`src/logic/dvp_cfg.svh`:
```
`ifndef DVP_CFG_SVH
`define DVP_CFG_SVH

// Register word offsets on PADDR
`define DVP_ADDR_VI_CR     3'd0
`define DVP_ADDR_VI_START  3'd1
`define DVP_ADDR_VI_END    3'd2
`define DVP_ADDR_VI_SR     3'd3
`define DVP_ADDR_VP_CR     3'd4
`define DVP_ADDR_VP_SR     3'd5
`define DVP_ADDR_VO_CR     3'd6
`define DVP_ADDR_VO_SR     3'd7

// Frame geometry
`define DVP_FRAME_WIDTH    16  // Pixels per line
`define DVP_FRAME_HEIGHT   8   // Lines per frame

// Counter and coordinate widths
`define DVP_COORD_W        16
`define DVP_FRAME_CNT_W    16
`define DVP_PIXEL_CNT_W    32

`endif

```
`src/logic/dvp_pkg.sv`:
```
package dvp_pkg;

    // One RGB888 pixel, red in the top byte
    typedef struct packed {
        logic [7:0] r;
        logic [7:0] g;
        logic [7:0] b;
    } rgbPixel_t;

    // Input source select, VI_CR[2:1]
    typedef enum logic [1:0] {
        VI_TEST     = 2'd0,
        VI_CAMERA   = 2'd1,
        VI_HDMI     = 2'd2,  // No pixels produced
        VI_RESERVED = 2'd3
    } viMode_e;

    // Processing select, VP_CR[2:1]
    typedef enum logic [1:0] {
        VP_BYPASS    = 2'd0,
        VP_THRESHOLD = 2'd1,
        VP_GRAY      = 2'd2,
        VP_RESERVED  = 2'd3  // Behaves as bypass
    } vpMode_e;

endpackage

```
`src/logic/AhbDVP.sv`:
```
`timescale 1ns/1ps
`include "dvp_cfg.svh"

module AhbDVP (
    input  logic                         io_ahb_PCLK,
    input  logic                         io_ahb_PRESET,
    input  logic [2:0]                   io_ahb_PADDR,
    input  logic [0:0]                   io_ahb_PSEL,
    input  logic                         io_ahb_PENABLE,
    output logic                         io_ahb_PREADY,
    input  logic                         io_ahb_PWRITE,
    input  logic [31:0]                  io_ahb_PWDATA,
    output logic [31:0]                  io_ahb_PRDATA,
    output logic                         io_ahb_PSLVERROR,
    // Status from the stages
    input  logic [`DVP_FRAME_CNT_W-1:0]  viFrameCount,
    input  logic [`DVP_PIXEL_CNT_W-1:0]  vpPixelCount,
    input  logic [`DVP_FRAME_CNT_W-1:0]  voFrameCount,
    // Decoded configuration
    output logic                         viEnable,
    output dvp_pkg::viMode_e             viMode,
    output logic                         viCut,
    output logic [31:0]                  viStart,
    output logic [31:0]                  viEnd,
    output logic                         vpEnable,
    output dvp_pkg::vpMode_e             vpMode,
    output logic [7:0]                   vpThreshold,
    output logic                         voEnable
);
    import dvp_pkg::*;

    logic [31:0] viCr;
    logic [31:0] viStartReg;  // {y, x} of the window origin
    logic [31:0] viEndReg;    // {y, x} of the last window pixel
    logic [31:0] vpCr;        // Filter bits kept for readback
    logic [31:0] voCr;        // Mode bits kept for readback
    logic        wrEn;
    logic        rdEn;

    assign io_ahb_PREADY    = 1'b1;
    assign io_ahb_PSLVERROR = 1'b0;

    assign wrEn = io_ahb_PSEL[0] && io_ahb_PENABLE && io_ahb_PWRITE;
    assign rdEn = io_ahb_PSEL[0] && io_ahb_PENABLE && !io_ahb_PWRITE;

    // Control registers only, status offsets ignore writes
    always_ff @(posedge io_ahb_PCLK or posedge io_ahb_PRESET) begin
        if (io_ahb_PRESET) begin
            viCr       <= 32'h0;
            viStartReg <= 32'h0;
            viEndReg   <= 32'h0;
            vpCr       <= 32'h0;
            voCr       <= 32'h0;
        end else if (wrEn) begin
            case (io_ahb_PADDR)
                `DVP_ADDR_VI_CR:    viCr       <= io_ahb_PWDATA;
                `DVP_ADDR_VI_START: viStartReg <= io_ahb_PWDATA;
                `DVP_ADDR_VI_END:   viEndReg   <= io_ahb_PWDATA;
                `DVP_ADDR_VP_CR:    vpCr       <= io_ahb_PWDATA;
                `DVP_ADDR_VO_CR:    voCr       <= io_ahb_PWDATA;
                default: ;
            endcase
        end
    end

    always_comb begin
        io_ahb_PRDATA = 32'h0;
        if (rdEn) begin
            case (io_ahb_PADDR)
                `DVP_ADDR_VI_CR:    io_ahb_PRDATA = viCr;
                `DVP_ADDR_VI_START: io_ahb_PRDATA = viStartReg;
                `DVP_ADDR_VI_END:   io_ahb_PRDATA = viEndReg;
                `DVP_ADDR_VI_SR:    io_ahb_PRDATA = 32'(viFrameCount);
                `DVP_ADDR_VP_CR:    io_ahb_PRDATA = vpCr;
                `DVP_ADDR_VP_SR:    io_ahb_PRDATA = 32'(vpPixelCount);
                `DVP_ADDR_VO_CR:    io_ahb_PRDATA = voCr;
                `DVP_ADDR_VO_SR:    io_ahb_PRDATA = 32'(voFrameCount);
                default:            io_ahb_PRDATA = 32'h0;
            endcase
        end
    end

    // Field decode toward the stages
    assign viEnable    = viCr[0];
    assign viMode      = viMode_e'(viCr[2:1]);
    assign viCut       = viCr[3];
    assign viStart     = viStartReg;
    assign viEnd       = viEndReg;

    assign vpEnable    = vpCr[0];
    assign vpMode      = vpMode_e'(vpCr[2:1]);
    assign vpThreshold = vpCr[15:8];

    assign voEnable    = voCr[0];

endmodule

```
`src/logic/VideoInput.sv`:
```
`timescale 1ns/1ps
`include "dvp_cfg.svh"

module VideoInput (
    input  logic                         io_ahb_PCLK,
    input  logic                         io_ahb_PRESET,
    input  logic                         viEnable,
    input  dvp_pkg::viMode_e             viMode,
    input  logic                         viCut,
    input  logic [31:0]                  viStart,
    input  logic [31:0]                  viEnd,
    input  dvp_pkg::rgbPixel_t           camPixel,
    input  logic                         camValid,
    input  logic                         camFrameStart,
    output dvp_pkg::rgbPixel_t           viPixel,
    output logic                         viValid,
    output logic                         viFrameStart,
    output logic [`DVP_FRAME_CNT_W-1:0]  viFrameCount
);
    import dvp_pkg::*;

    localparam logic [`DVP_COORD_W-1:0] lastX = `DVP_COORD_W'(`DVP_FRAME_WIDTH - 1);
    localparam logic [`DVP_COORD_W-1:0] lastY = `DVP_COORD_W'(`DVP_FRAME_HEIGHT - 1);

    logic [`DVP_COORD_W-1:0] xCnt;  // Position of the next pixel
    logic [`DVP_COORD_W-1:0] yCnt;
    logic [`DVP_COORD_W-1:0] pixX;  // Position of the current pixel
    logic [`DVP_COORD_W-1:0] pixY;
    logic                    testMode;
    logic                    active;
    logic                    inValid;
    logic                    newFrame;
    logic                    inWindow;
    logic                    emit;
    logic                    startPending;
    logic                    pendingReg;  // Frame begun but nothing emitted yet
    rgbPixel_t               srcPixel;

    assign testMode = (viMode == VI_TEST);
    assign active   = viEnable && (testMode || viMode == VI_CAMERA);
    assign inValid  = active && (testMode || camValid);  // Generator never idles

    // Camera frame start puts its own pixel at the origin
    assign pixX = (!testMode && camFrameStart) ? '0 : xCnt;
    assign pixY = (!testMode && camFrameStart) ? '0 : yCnt;

    assign newFrame = testMode ? (xCnt == '0 && yCnt == '0) : camFrameStart;

    always_comb begin
        if (testMode) begin
            srcPixel.r = pixX[7:0];
            srcPixel.g = pixY[7:0];
            srcPixel.b = pixX[7:0] ^ pixY[7:0];
        end else begin
            srcPixel = camPixel;
        end
    end

    // Inclusive crop window, x in the low half and y in the high half
    assign inWindow = !viCut ||
                      (pixX >= viStart[15:0]  && pixX <= viEnd[15:0] &&
                       pixY >= viStart[31:16] && pixY <= viEnd[31:16]);

    assign emit         = inValid && inWindow;
    assign startPending = (inValid && newFrame) || pendingReg;

    always_ff @(posedge io_ahb_PCLK or posedge io_ahb_PRESET) begin
        if (io_ahb_PRESET) begin
            xCnt         <= '0;
            yCnt         <= '0;
            pendingReg   <= 1'b0;
            viValid      <= 1'b0;
            viFrameStart <= 1'b0;
            viFrameCount <= '0;
        end else if (!active) begin
            pendingReg   <= 1'b0;  // Wait for a fresh frame
            viValid      <= 1'b0;
            viFrameStart <= 1'b0;
        end else begin
            if (inValid) begin
                if (pixX == lastX) begin
                    xCnt <= '0;
                    yCnt <= (pixY == lastY) ? '0 : pixY + 1'b1;
                end else begin
                    xCnt <= pixX + 1'b1;
                    yCnt <= pixY;
                end
                pendingReg <= startPending && !emit;
            end
            viValid      <= emit;
            viFrameStart <= emit && startPending;
            if (emit && startPending) begin
                viFrameCount <= viFrameCount + 1'b1;
            end
        end
    end

    always_ff @(posedge io_ahb_PCLK) begin
        viPixel <= srcPixel;
    end

endmodule

```
`src/logic/PixelProcess.sv`:
```
`timescale 1ns/1ps
`include "dvp_cfg.svh"

module PixelProcess (
    input  logic                         io_ahb_PCLK,
    input  logic                         io_ahb_PRESET,
    input  logic                         vpEnable,
    input  dvp_pkg::vpMode_e             vpMode,
    input  logic [7:0]                   vpThreshold,
    input  dvp_pkg::rgbPixel_t           viPixel,
    input  logic                         viValid,
    input  logic                         viFrameStart,
    output dvp_pkg::rgbPixel_t           vpPixel,
    output logic                         vpValid,
    output logic                         vpFrameStart,
    output logic [`DVP_PIXEL_CNT_W-1:0]  vpPixelCount
);
    import dvp_pkg::*;

    logic [9:0] graySum;  // r + 2g + b, at most 1020
    rgbPixel_t  s1Pixel;
    logic [7:0] s1Gray;
    logic       s1Valid;
    logic       s1FrameStart;
    rgbPixel_t  outPixel;

    assign graySum = {2'b00, viPixel.r} + {1'b0, viPixel.g, 1'b0} + {2'b00, viPixel.b};

    // Stage 1, luma estimate
    always_ff @(posedge io_ahb_PCLK or posedge io_ahb_PRESET) begin
        if (io_ahb_PRESET) begin
            s1Valid      <= 1'b0;
            s1FrameStart <= 1'b0;
        end else begin
            s1Valid      <= viValid;
            s1FrameStart <= viFrameStart;
        end
    end

    always_ff @(posedge io_ahb_PCLK) begin
        s1Pixel <= viPixel;
        s1Gray  <= graySum[9:2];  // Divide by 4, truncated
    end

    // Stage 2 output select
    always_comb begin
        outPixel = s1Pixel;
        if (vpEnable) begin
            case (vpMode)
                VP_GRAY:      outPixel = {s1Gray, s1Gray, s1Gray};
                VP_THRESHOLD: outPixel = (s1Gray >= vpThreshold) ? '1 : '0;
                default: ;  // Bypass and reserved
            endcase
        end
    end

    always_ff @(posedge io_ahb_PCLK or posedge io_ahb_PRESET) begin
        if (io_ahb_PRESET) begin
            vpValid      <= 1'b0;
            vpFrameStart <= 1'b0;
            vpPixelCount <= '0;
        end else begin
            vpValid      <= s1Valid;
            vpFrameStart <= s1FrameStart;
            if (s1Valid && vpEnable) vpPixelCount <= vpPixelCount + 1'b1;
        end
    end

    always_ff @(posedge io_ahb_PCLK) begin
        vpPixel <= outPixel;
    end

endmodule

```
`src/logic/VideoOutput.sv`:
```
`timescale 1ns/1ps
`include "dvp_cfg.svh"

module VideoOutput (
    input  logic                         io_ahb_PCLK,
    input  logic                         io_ahb_PRESET,
    input  logic                         voEnable,
    input  dvp_pkg::rgbPixel_t           vpPixel,
    input  logic                         vpValid,
    input  logic                         vpFrameStart,
    output dvp_pkg::rgbPixel_t           vidPixel,
    output logic                         vidValid,
    output logic                         vidFrameStart,
    output logic [`DVP_FRAME_CNT_W-1:0]  voFrameCount
);

    logic frameOut;

    // A frame start that actually reaches the port
    assign frameOut = voEnable && vpValid && vpFrameStart;

    always_ff @(posedge io_ahb_PCLK or posedge io_ahb_PRESET) begin
        if (io_ahb_PRESET) begin
            vidValid      <= 1'b0;
            vidFrameStart <= 1'b0;
            voFrameCount  <= '0;
        end else begin
            vidValid      <= voEnable && vpValid;
            vidFrameStart <= frameOut;
            if (frameOut) begin
                voFrameCount <= voFrameCount + 1'b1;
            end
        end
    end

    // Pixel data follows the stream regardless of enable
    always_ff @(posedge io_ahb_PCLK) begin
        vidPixel <= vpPixel;
    end

endmodule

```
`src/logic/DvpTop.sv`:
```
`timescale 1ns/1ps
`include "dvp_cfg.svh"

module DvpTop (
    input  logic                io_ahb_PCLK,
    input  logic                io_ahb_PRESET,
    input  logic [2:0]          io_ahb_PADDR,
    input  logic [0:0]          io_ahb_PSEL,
    input  logic                io_ahb_PENABLE,
    output logic                io_ahb_PREADY,
    input  logic                io_ahb_PWRITE,
    input  logic [31:0]         io_ahb_PWDATA,
    output logic [31:0]         io_ahb_PRDATA,
    output logic                io_ahb_PSLVERROR,
    input  dvp_pkg::rgbPixel_t  camPixel,
    input  logic                camValid,
    input  logic                camFrameStart,
    output dvp_pkg::rgbPixel_t  vidPixel,
    output logic                vidValid,
    output logic                vidFrameStart
);
    import dvp_pkg::*;

    // Configuration
    logic        viEnable;
    viMode_e     viMode;
    logic        viCut;
    logic [31:0] viStart;
    logic [31:0] viEnd;
    logic        vpEnable;
    vpMode_e     vpMode;
    logic [7:0]  vpThreshold;
    logic        voEnable;

    // Status counts
    logic [`DVP_FRAME_CNT_W-1:0] viFrameCount;
    logic [`DVP_PIXEL_CNT_W-1:0] vpPixelCount;
    logic [`DVP_FRAME_CNT_W-1:0] voFrameCount;

    // Stream between stages
    rgbPixel_t viPixel;
    logic      viValid;
    logic      viFrameStart;
    rgbPixel_t vpPixel;
    logic      vpValid;
    logic      vpFrameStart;

    AhbDVP u_regs (
        .io_ahb_PCLK      (io_ahb_PCLK),
        .io_ahb_PRESET    (io_ahb_PRESET),
        .io_ahb_PADDR     (io_ahb_PADDR),
        .io_ahb_PSEL      (io_ahb_PSEL),
        .io_ahb_PENABLE   (io_ahb_PENABLE),
        .io_ahb_PREADY    (io_ahb_PREADY),
        .io_ahb_PWRITE    (io_ahb_PWRITE),
        .io_ahb_PWDATA    (io_ahb_PWDATA),
        .io_ahb_PRDATA    (io_ahb_PRDATA),
        .io_ahb_PSLVERROR (io_ahb_PSLVERROR),
        .viFrameCount     (viFrameCount),
        .vpPixelCount     (vpPixelCount),
        .voFrameCount     (voFrameCount),
        .viEnable         (viEnable),
        .viMode           (viMode),
        .viCut            (viCut),
        .viStart          (viStart),
        .viEnd            (viEnd),
        .vpEnable         (vpEnable),
        .vpMode           (vpMode),
        .vpThreshold      (vpThreshold),
        .voEnable         (voEnable)
    );

    VideoInput u_vi (
        .io_ahb_PCLK   (io_ahb_PCLK),
        .io_ahb_PRESET (io_ahb_PRESET),
        .viEnable      (viEnable),
        .viMode        (viMode),
        .viCut         (viCut),
        .viStart       (viStart),
        .viEnd         (viEnd),
        .camPixel      (camPixel),
        .camValid      (camValid),
        .camFrameStart (camFrameStart),
        .viPixel       (viPixel),
        .viValid       (viValid),
        .viFrameStart  (viFrameStart),
        .viFrameCount  (viFrameCount)
    );

    PixelProcess u_vp (
        .io_ahb_PCLK   (io_ahb_PCLK),
        .io_ahb_PRESET (io_ahb_PRESET),
        .vpEnable      (vpEnable),
        .vpMode        (vpMode),
        .vpThreshold   (vpThreshold),
        .viPixel       (viPixel),
        .viValid       (viValid),
        .viFrameStart  (viFrameStart),
        .vpPixel       (vpPixel),
        .vpValid       (vpValid),
        .vpFrameStart  (vpFrameStart),
        .vpPixelCount  (vpPixelCount)
    );

    VideoOutput u_vo (
        .io_ahb_PCLK   (io_ahb_PCLK),
        .io_ahb_PRESET (io_ahb_PRESET),
        .voEnable      (voEnable),
        .vpPixel       (vpPixel),
        .vpValid       (vpValid),
        .vpFrameStart  (vpFrameStart),
        .vidPixel      (vidPixel),
        .vidValid      (vidValid),
        .vidFrameStart (vidFrameStart),
        .voFrameCount  (voFrameCount)
    );

endmodule

```
`config.mk`:
```
export PLATFORM = sky130hd
export DESIGN_NAME = DvpTop
export DESIGN_NICKNAME = d
export VERILOG_FILES = /design/src/logic/dvp_pkg.sv /design/src/logic/AhbDVP.sv /design/src/logic/VideoInput.sv /design/src/logic/PixelProcess.sv /design/src/logic/VideoOutput.sv /design/src/logic/DvpTop.sv
export VERILOG_INCLUDE_DIRS = /design/src /design/src/logic
export SDC_FILE = /design/constraint.sdc
export NUM_CORES = 1
export LEC_CHECK = 0
export BUFFER_PORTS_ARGS = -buffer_cell sky130_fd_sc_hd__buf_2
export CAP_MARGIN = 40
export CORE_MARGIN = 3
export CORE_UTILIZATION = 31
export CTS_CLUSTER_SIZE = 14
export DETAILED_ROUTE_END_ITERATION = 16
export GPL_ROUTABILITY_DRIVEN = 0
export PLACE_DENSITY = 0.55
export SETUP_SLACK_MARGIN = 0.02
export SYNTH_ARGS = -nofsm -noshare
export SYNTH_HDL_FRONTEND = slang
export SYNTH_SLANG_ARGS = --single-unit
export TNS_END_PERCENT = 50
```
`constraint.sdc`:
```
create_clock -name io_ahb_PCLK -period 20.2 [get_ports io_ahb_PCLK]
set_clock_uncertainty 0.1 [all_clocks]
set_input_delay 4.04 -clock io_ahb_PCLK [delete_from_list [all_inputs] [get_ports io_ahb_PCLK]]
set_output_delay 4.04 -clock io_ahb_PCLK [all_outputs]
set_load 0.05 [all_outputs]
```
==> results.json <==
{
  "status": "completed",
  "routedWlPerCell_um": 19.5,
  "rows": 87,
  "finalSetupTns_ns": 0,
  "synth_top_area_share": 0.370,
  "dieArea_sq_um": 60700,
  "end_kind": "primary output",
  "drtPass1Iterations": 6,
  "ys_dominant_reg_cell": "dfrtp_1",
  "htree_levels": 2,
  "syn_nets": 1870,
  "start_kind": "primary input",
  "max_stage_delay_ns": 0.82,
  "cts.sinks": 369,
  "hold_buffers": 0,
  "cp.buffers_inverters": 4,
  "viasPerCell": 5.03,
  "fp.coreArea_sq_um": 56800,
  "grt_remaining_overflow": 0,
  "crit_chain": "buf_2, buf_4, inv_2, nor2_1, a221oi_1, a221oi_1, nor2_1, buf_2",
  "powerDensity_nw_per_um2": 107,
  "slew_viol_final": 0,
  "grt_max_degree": 109,
  "synth.yosys.seq_area_share": 0.486,
  "tritoncts": "done",
  "async_flop_share": 0.718,
  "grt_pass1_wl_um": 78700,
  "antenna_left": 0,
  "clk_latency_ns": 0.57,
  "drv_cap": 0,
  "root_buffer": "clkbuf_16",
  "cts_setup_buffers": 0,
  "wl_um": 50700,
  "avgSynthCellArea_sq_um": 10.5,
  "holdCritPathClass": "reg2reg",
  "synthCells": 1712,
  "ys_ff_latch": 369,
  "fin_crit_sh": 0.551,
  "relSlewSlack": 0.319,
  "drive_gt1_frac": 0.214,
  "path_delay_family": "buffers and inverters",
  "nNetsFinal": 1973,
  "report.final.hold_viol_count": 0,
  "fp.dieW_um": 246,
  "tritoncts.num_buffers": 43,
  "fin_crit_ns": 11.13,
  "power.leakage_nw": 9.46,
  "crit_required_ns": 16.06,
  "grt_pass1_vias": 13368,
  "drc": 0,
  "ys_warn_count": 0,
  "cts_resized": 0,
  "io_buffers": 123,
  "vias": 13077,
  "synth_edf_count": 0,
  "hpwlAfterDp_um": 37300,
  "slowest_stage": "nor2_1",
  "regArea_sq_um": 8710,
  "path_clk_slew_ns": 0.06,
  "yosys-top-cells-area": "dfrtp_1 (37%), dfxtp_1 (12%), mux2_2 (9.1%)",
  "criticalPathCategory": "in2out",
  "boundaryPins": 126,
  "layout_setup_ws_ns": 9.07,
  "grt_setup_unrepaired": "false",
  "fillers": 5701,
  "setup_violations": 0,
  "multi_input_area_sq_um": 8510,
  "worst_pin_slew_ns": 1.02,
  "crit_fanout": 54,
  "clockBufferDepth": 3,
  "antenna_found_initial": 1,
  "synth_cell_types": 72,
  "initial_core_util": 0.315,
  "track_usage": 0.167,
  "area_delta_synth_final_pct": 15.5,
  "peakVddDrop_uv": 62.9,
  "syn_area_sq_um": 17900,
  "drtIter0Drc": 870,
  "dp_slack_ns": 9.08,
  "fmax_mhz": 89.9,
  "yosysTopAreaCell": "dfrtp_1",
  "critPathArrivalTime_ns": 6.99,
  "die_h_um": 246
}
## logic make-up (layout without fill, tap and decap cells)
kind of cell             after synthesis  after routing  synth area share
AND/OR/NAND/NOR                      433            433             0.122
flip-flops                           369            369             0.486
AO/OA/AOI/OAI                        361            361             0.123
multiplexers                         195            195             0.121
buffers and inverters                181            312            0.0409
adder cells (fa/ha/maj)               93             93            0.0682
XOR/XNOR                              78             78            0.0385
other                                  2              3          0.000419
## final cells by class
class	instances	area share
antenna	1	0.000121
clock buffer	57	0.0574
clock inverter	16	0.00659
inverter	92	0.0171
multi-input combinational	1162	0.411
sequential	369	0.421
tap	756	0.0457
timing repair buffer	147	0.0408
## through the flow
step	instance area [sq um]	power [mW]	hold WS [ns]	std cells	util
5_1_grt	20700	2.34	0.235	2599	0.364
2_1_floorplan	17900	1.32	0.210	1712	-
6_report	20700	2.21	0.226	2600	0.364
3_5_place_dp	19400	1.49	0.212	2526	0.341
4_1_cts	20700	2.24	0.227	2599	0.364
3_3_place_gp	19300	1.47	0.215	2520	0.339
## worst paths after layout
| kind | start | endpoint | slack (ns) | depth (start not counted) |
|---|---|---|---|---|
| max in group asynchronous | io_ahb_PRESET | u_regs.viEnd[26]$_DFFE_PP0P_ | 14.88 | 5 |
| min reg2reg | u_vp.vpPixel[8]$_DFF_P_ | u_vo.vidPixel[8]$_DFF_P_ | 0.23 | 0 |
| max reg2reg | u_regs.viCr[1]$_DFFE_PP0P_ | u_vi.viFrameCount[15]$_DFFE_PP0P_ | 15.87 | 12 |
| min in group asynchronous | io_ahb_PRESET | u_vo.vidFrameStart$_DFF_PP0_ | 3.53 | 2 |
| min | u_vp.vpPixel[8]$_DFF_P_ | u_vo.vidPixel[8]$_DFF_P_ | 0.23 | 0 |
| max | io_ahb_PADDR[1] | io_ahb_PRDATA[2] | 9.07 | 8 |
## power by group
part / leakage, nW / internal, mW / switching, mW / total, mW
logic: 4.49 / 0.191 / 0.305 / 0.497
clock network: 0.660 / 0.428 / 0.317 / 0.744
registers: 4.31 / 0.882 / 0.0889 / 0.971
total: 9.46 / 1.50 / 0.711 / 2.21
## sequential cells by signal (all words and copies together) (netlist names), 24 cells and up
name and count:
u_regs.viEnd 32, u_regs.vpCr 32, u_vi.viPixel 24, u_regs.viStart 32, u_regs.viCr 32, u_vp.vpPixel 24
u_vp.vpPixelCount 32, u_regs.voCr 32, u_vo.vidPixel 24, u_vp.s1Pixel 24
## cells in the mapped netlist (3+ instances only)
| cell type | n |
|---|---|
| a31oi_1 | 4 |
| buf_2 | 6 |
| nor4_4 | 3 |
| mux2_2 | 145 |
| dfxtp_1 | 104 |
| and3_1 | 28 |
| a211oi_1 | 18 |
| clkbuf_1 | 65 |
| ha_1 | 84 |
| nor2b_1 | 10 |
| nor2_1 | 93 |
| xnor2_1 | 58 |
| xor2_1 | 19 |
| a22o_1 | 16 |
| nand2_1 | 142 |
| o31ai_1 | 8 |
| a21o_1 | 12 |
| o211ai_1 | 5 |
| o21ai_0 | 154 |
| buf_1 | 10 |
| a21oi_1 | 90 |
| nor3_2 | 3 |
| nor3_1 | 10 |
| o22ai_1 | 7 |
| and4_1 | 7 |
| fa_1 | 8 |
| mux2_1 | 3 |
| a221oi_1 | 13 |
| buf_4 | 4 |
| o21ai_2 | 3 |
| a222oi_1 | 10 |
| dfrtp_1 | 265 |
| nand2b_1 | 10 |
| inv_1 | 90 |
| nand3_1 | 43 |
| mux2i_1 | 45 |
| o21ai_1 | 3 |
| nand4_1 | 24 |
| and2_1 | 35 |
| nor4_1 | 8 |
| buf_6 | 4 |
| nand3_2 | 6 |
## routing by layer
layer / track usage / vias to the layer above / share of wire
met1: 0.219 / 6474 / 0.45
met4: 0.0464 / 2 / 0.024
met5: 0 / - / 0.00026
met2: 0.284 / 297 / 0.48
li1: - / 6237 / -
met3: 0.0258 / 67 / 0.042
## placed cells by master, fill, tap and decap left out, types with 8 or more instances in the layout
master | Yosys | layout
dfrtp_1 | 265 | 265
o21ai_0 | 154 | 154
mux2_2 | 145 | 145
nand2_1 | 142 | 142
buf_2 | 6 | 123
dfxtp_1 | 104 | 104
nor2_1 | 93 | 91
a21oi_1 | 90 | 90
inv_1 | 90 | 89
ha_1 | 84 | 84
xnor2_1 | 58 | 58
mux2i_1 | 45 | 45
nand3_1 | 43 | 43
clkbuf_16 | 0 | 43
and2_1 | 35 | 35
and3_1 | 28 | 28
nand4_1 | 24 | 24
buf_4 | 4 | 21
xor2_1 | 19 | 19
a211oi_1 | 18 | 18
a22o_1 | 16 | 16
a221oi_1 | 13 | 13
a21o_1 | 12 | 12
nand2b_1 | 10 | 10
nor2b_1 | 10 | 10
a222oi_1 | 10 | 10
nor3_1 | 10 | 9
o31ai_1 | 8 | 8
fa_1 | 8 | 8
clkbuf_1 | 65 | 8
clkinv_2 | 0 | 8
No activity file was read; power rests on OpenSTA's default activity.
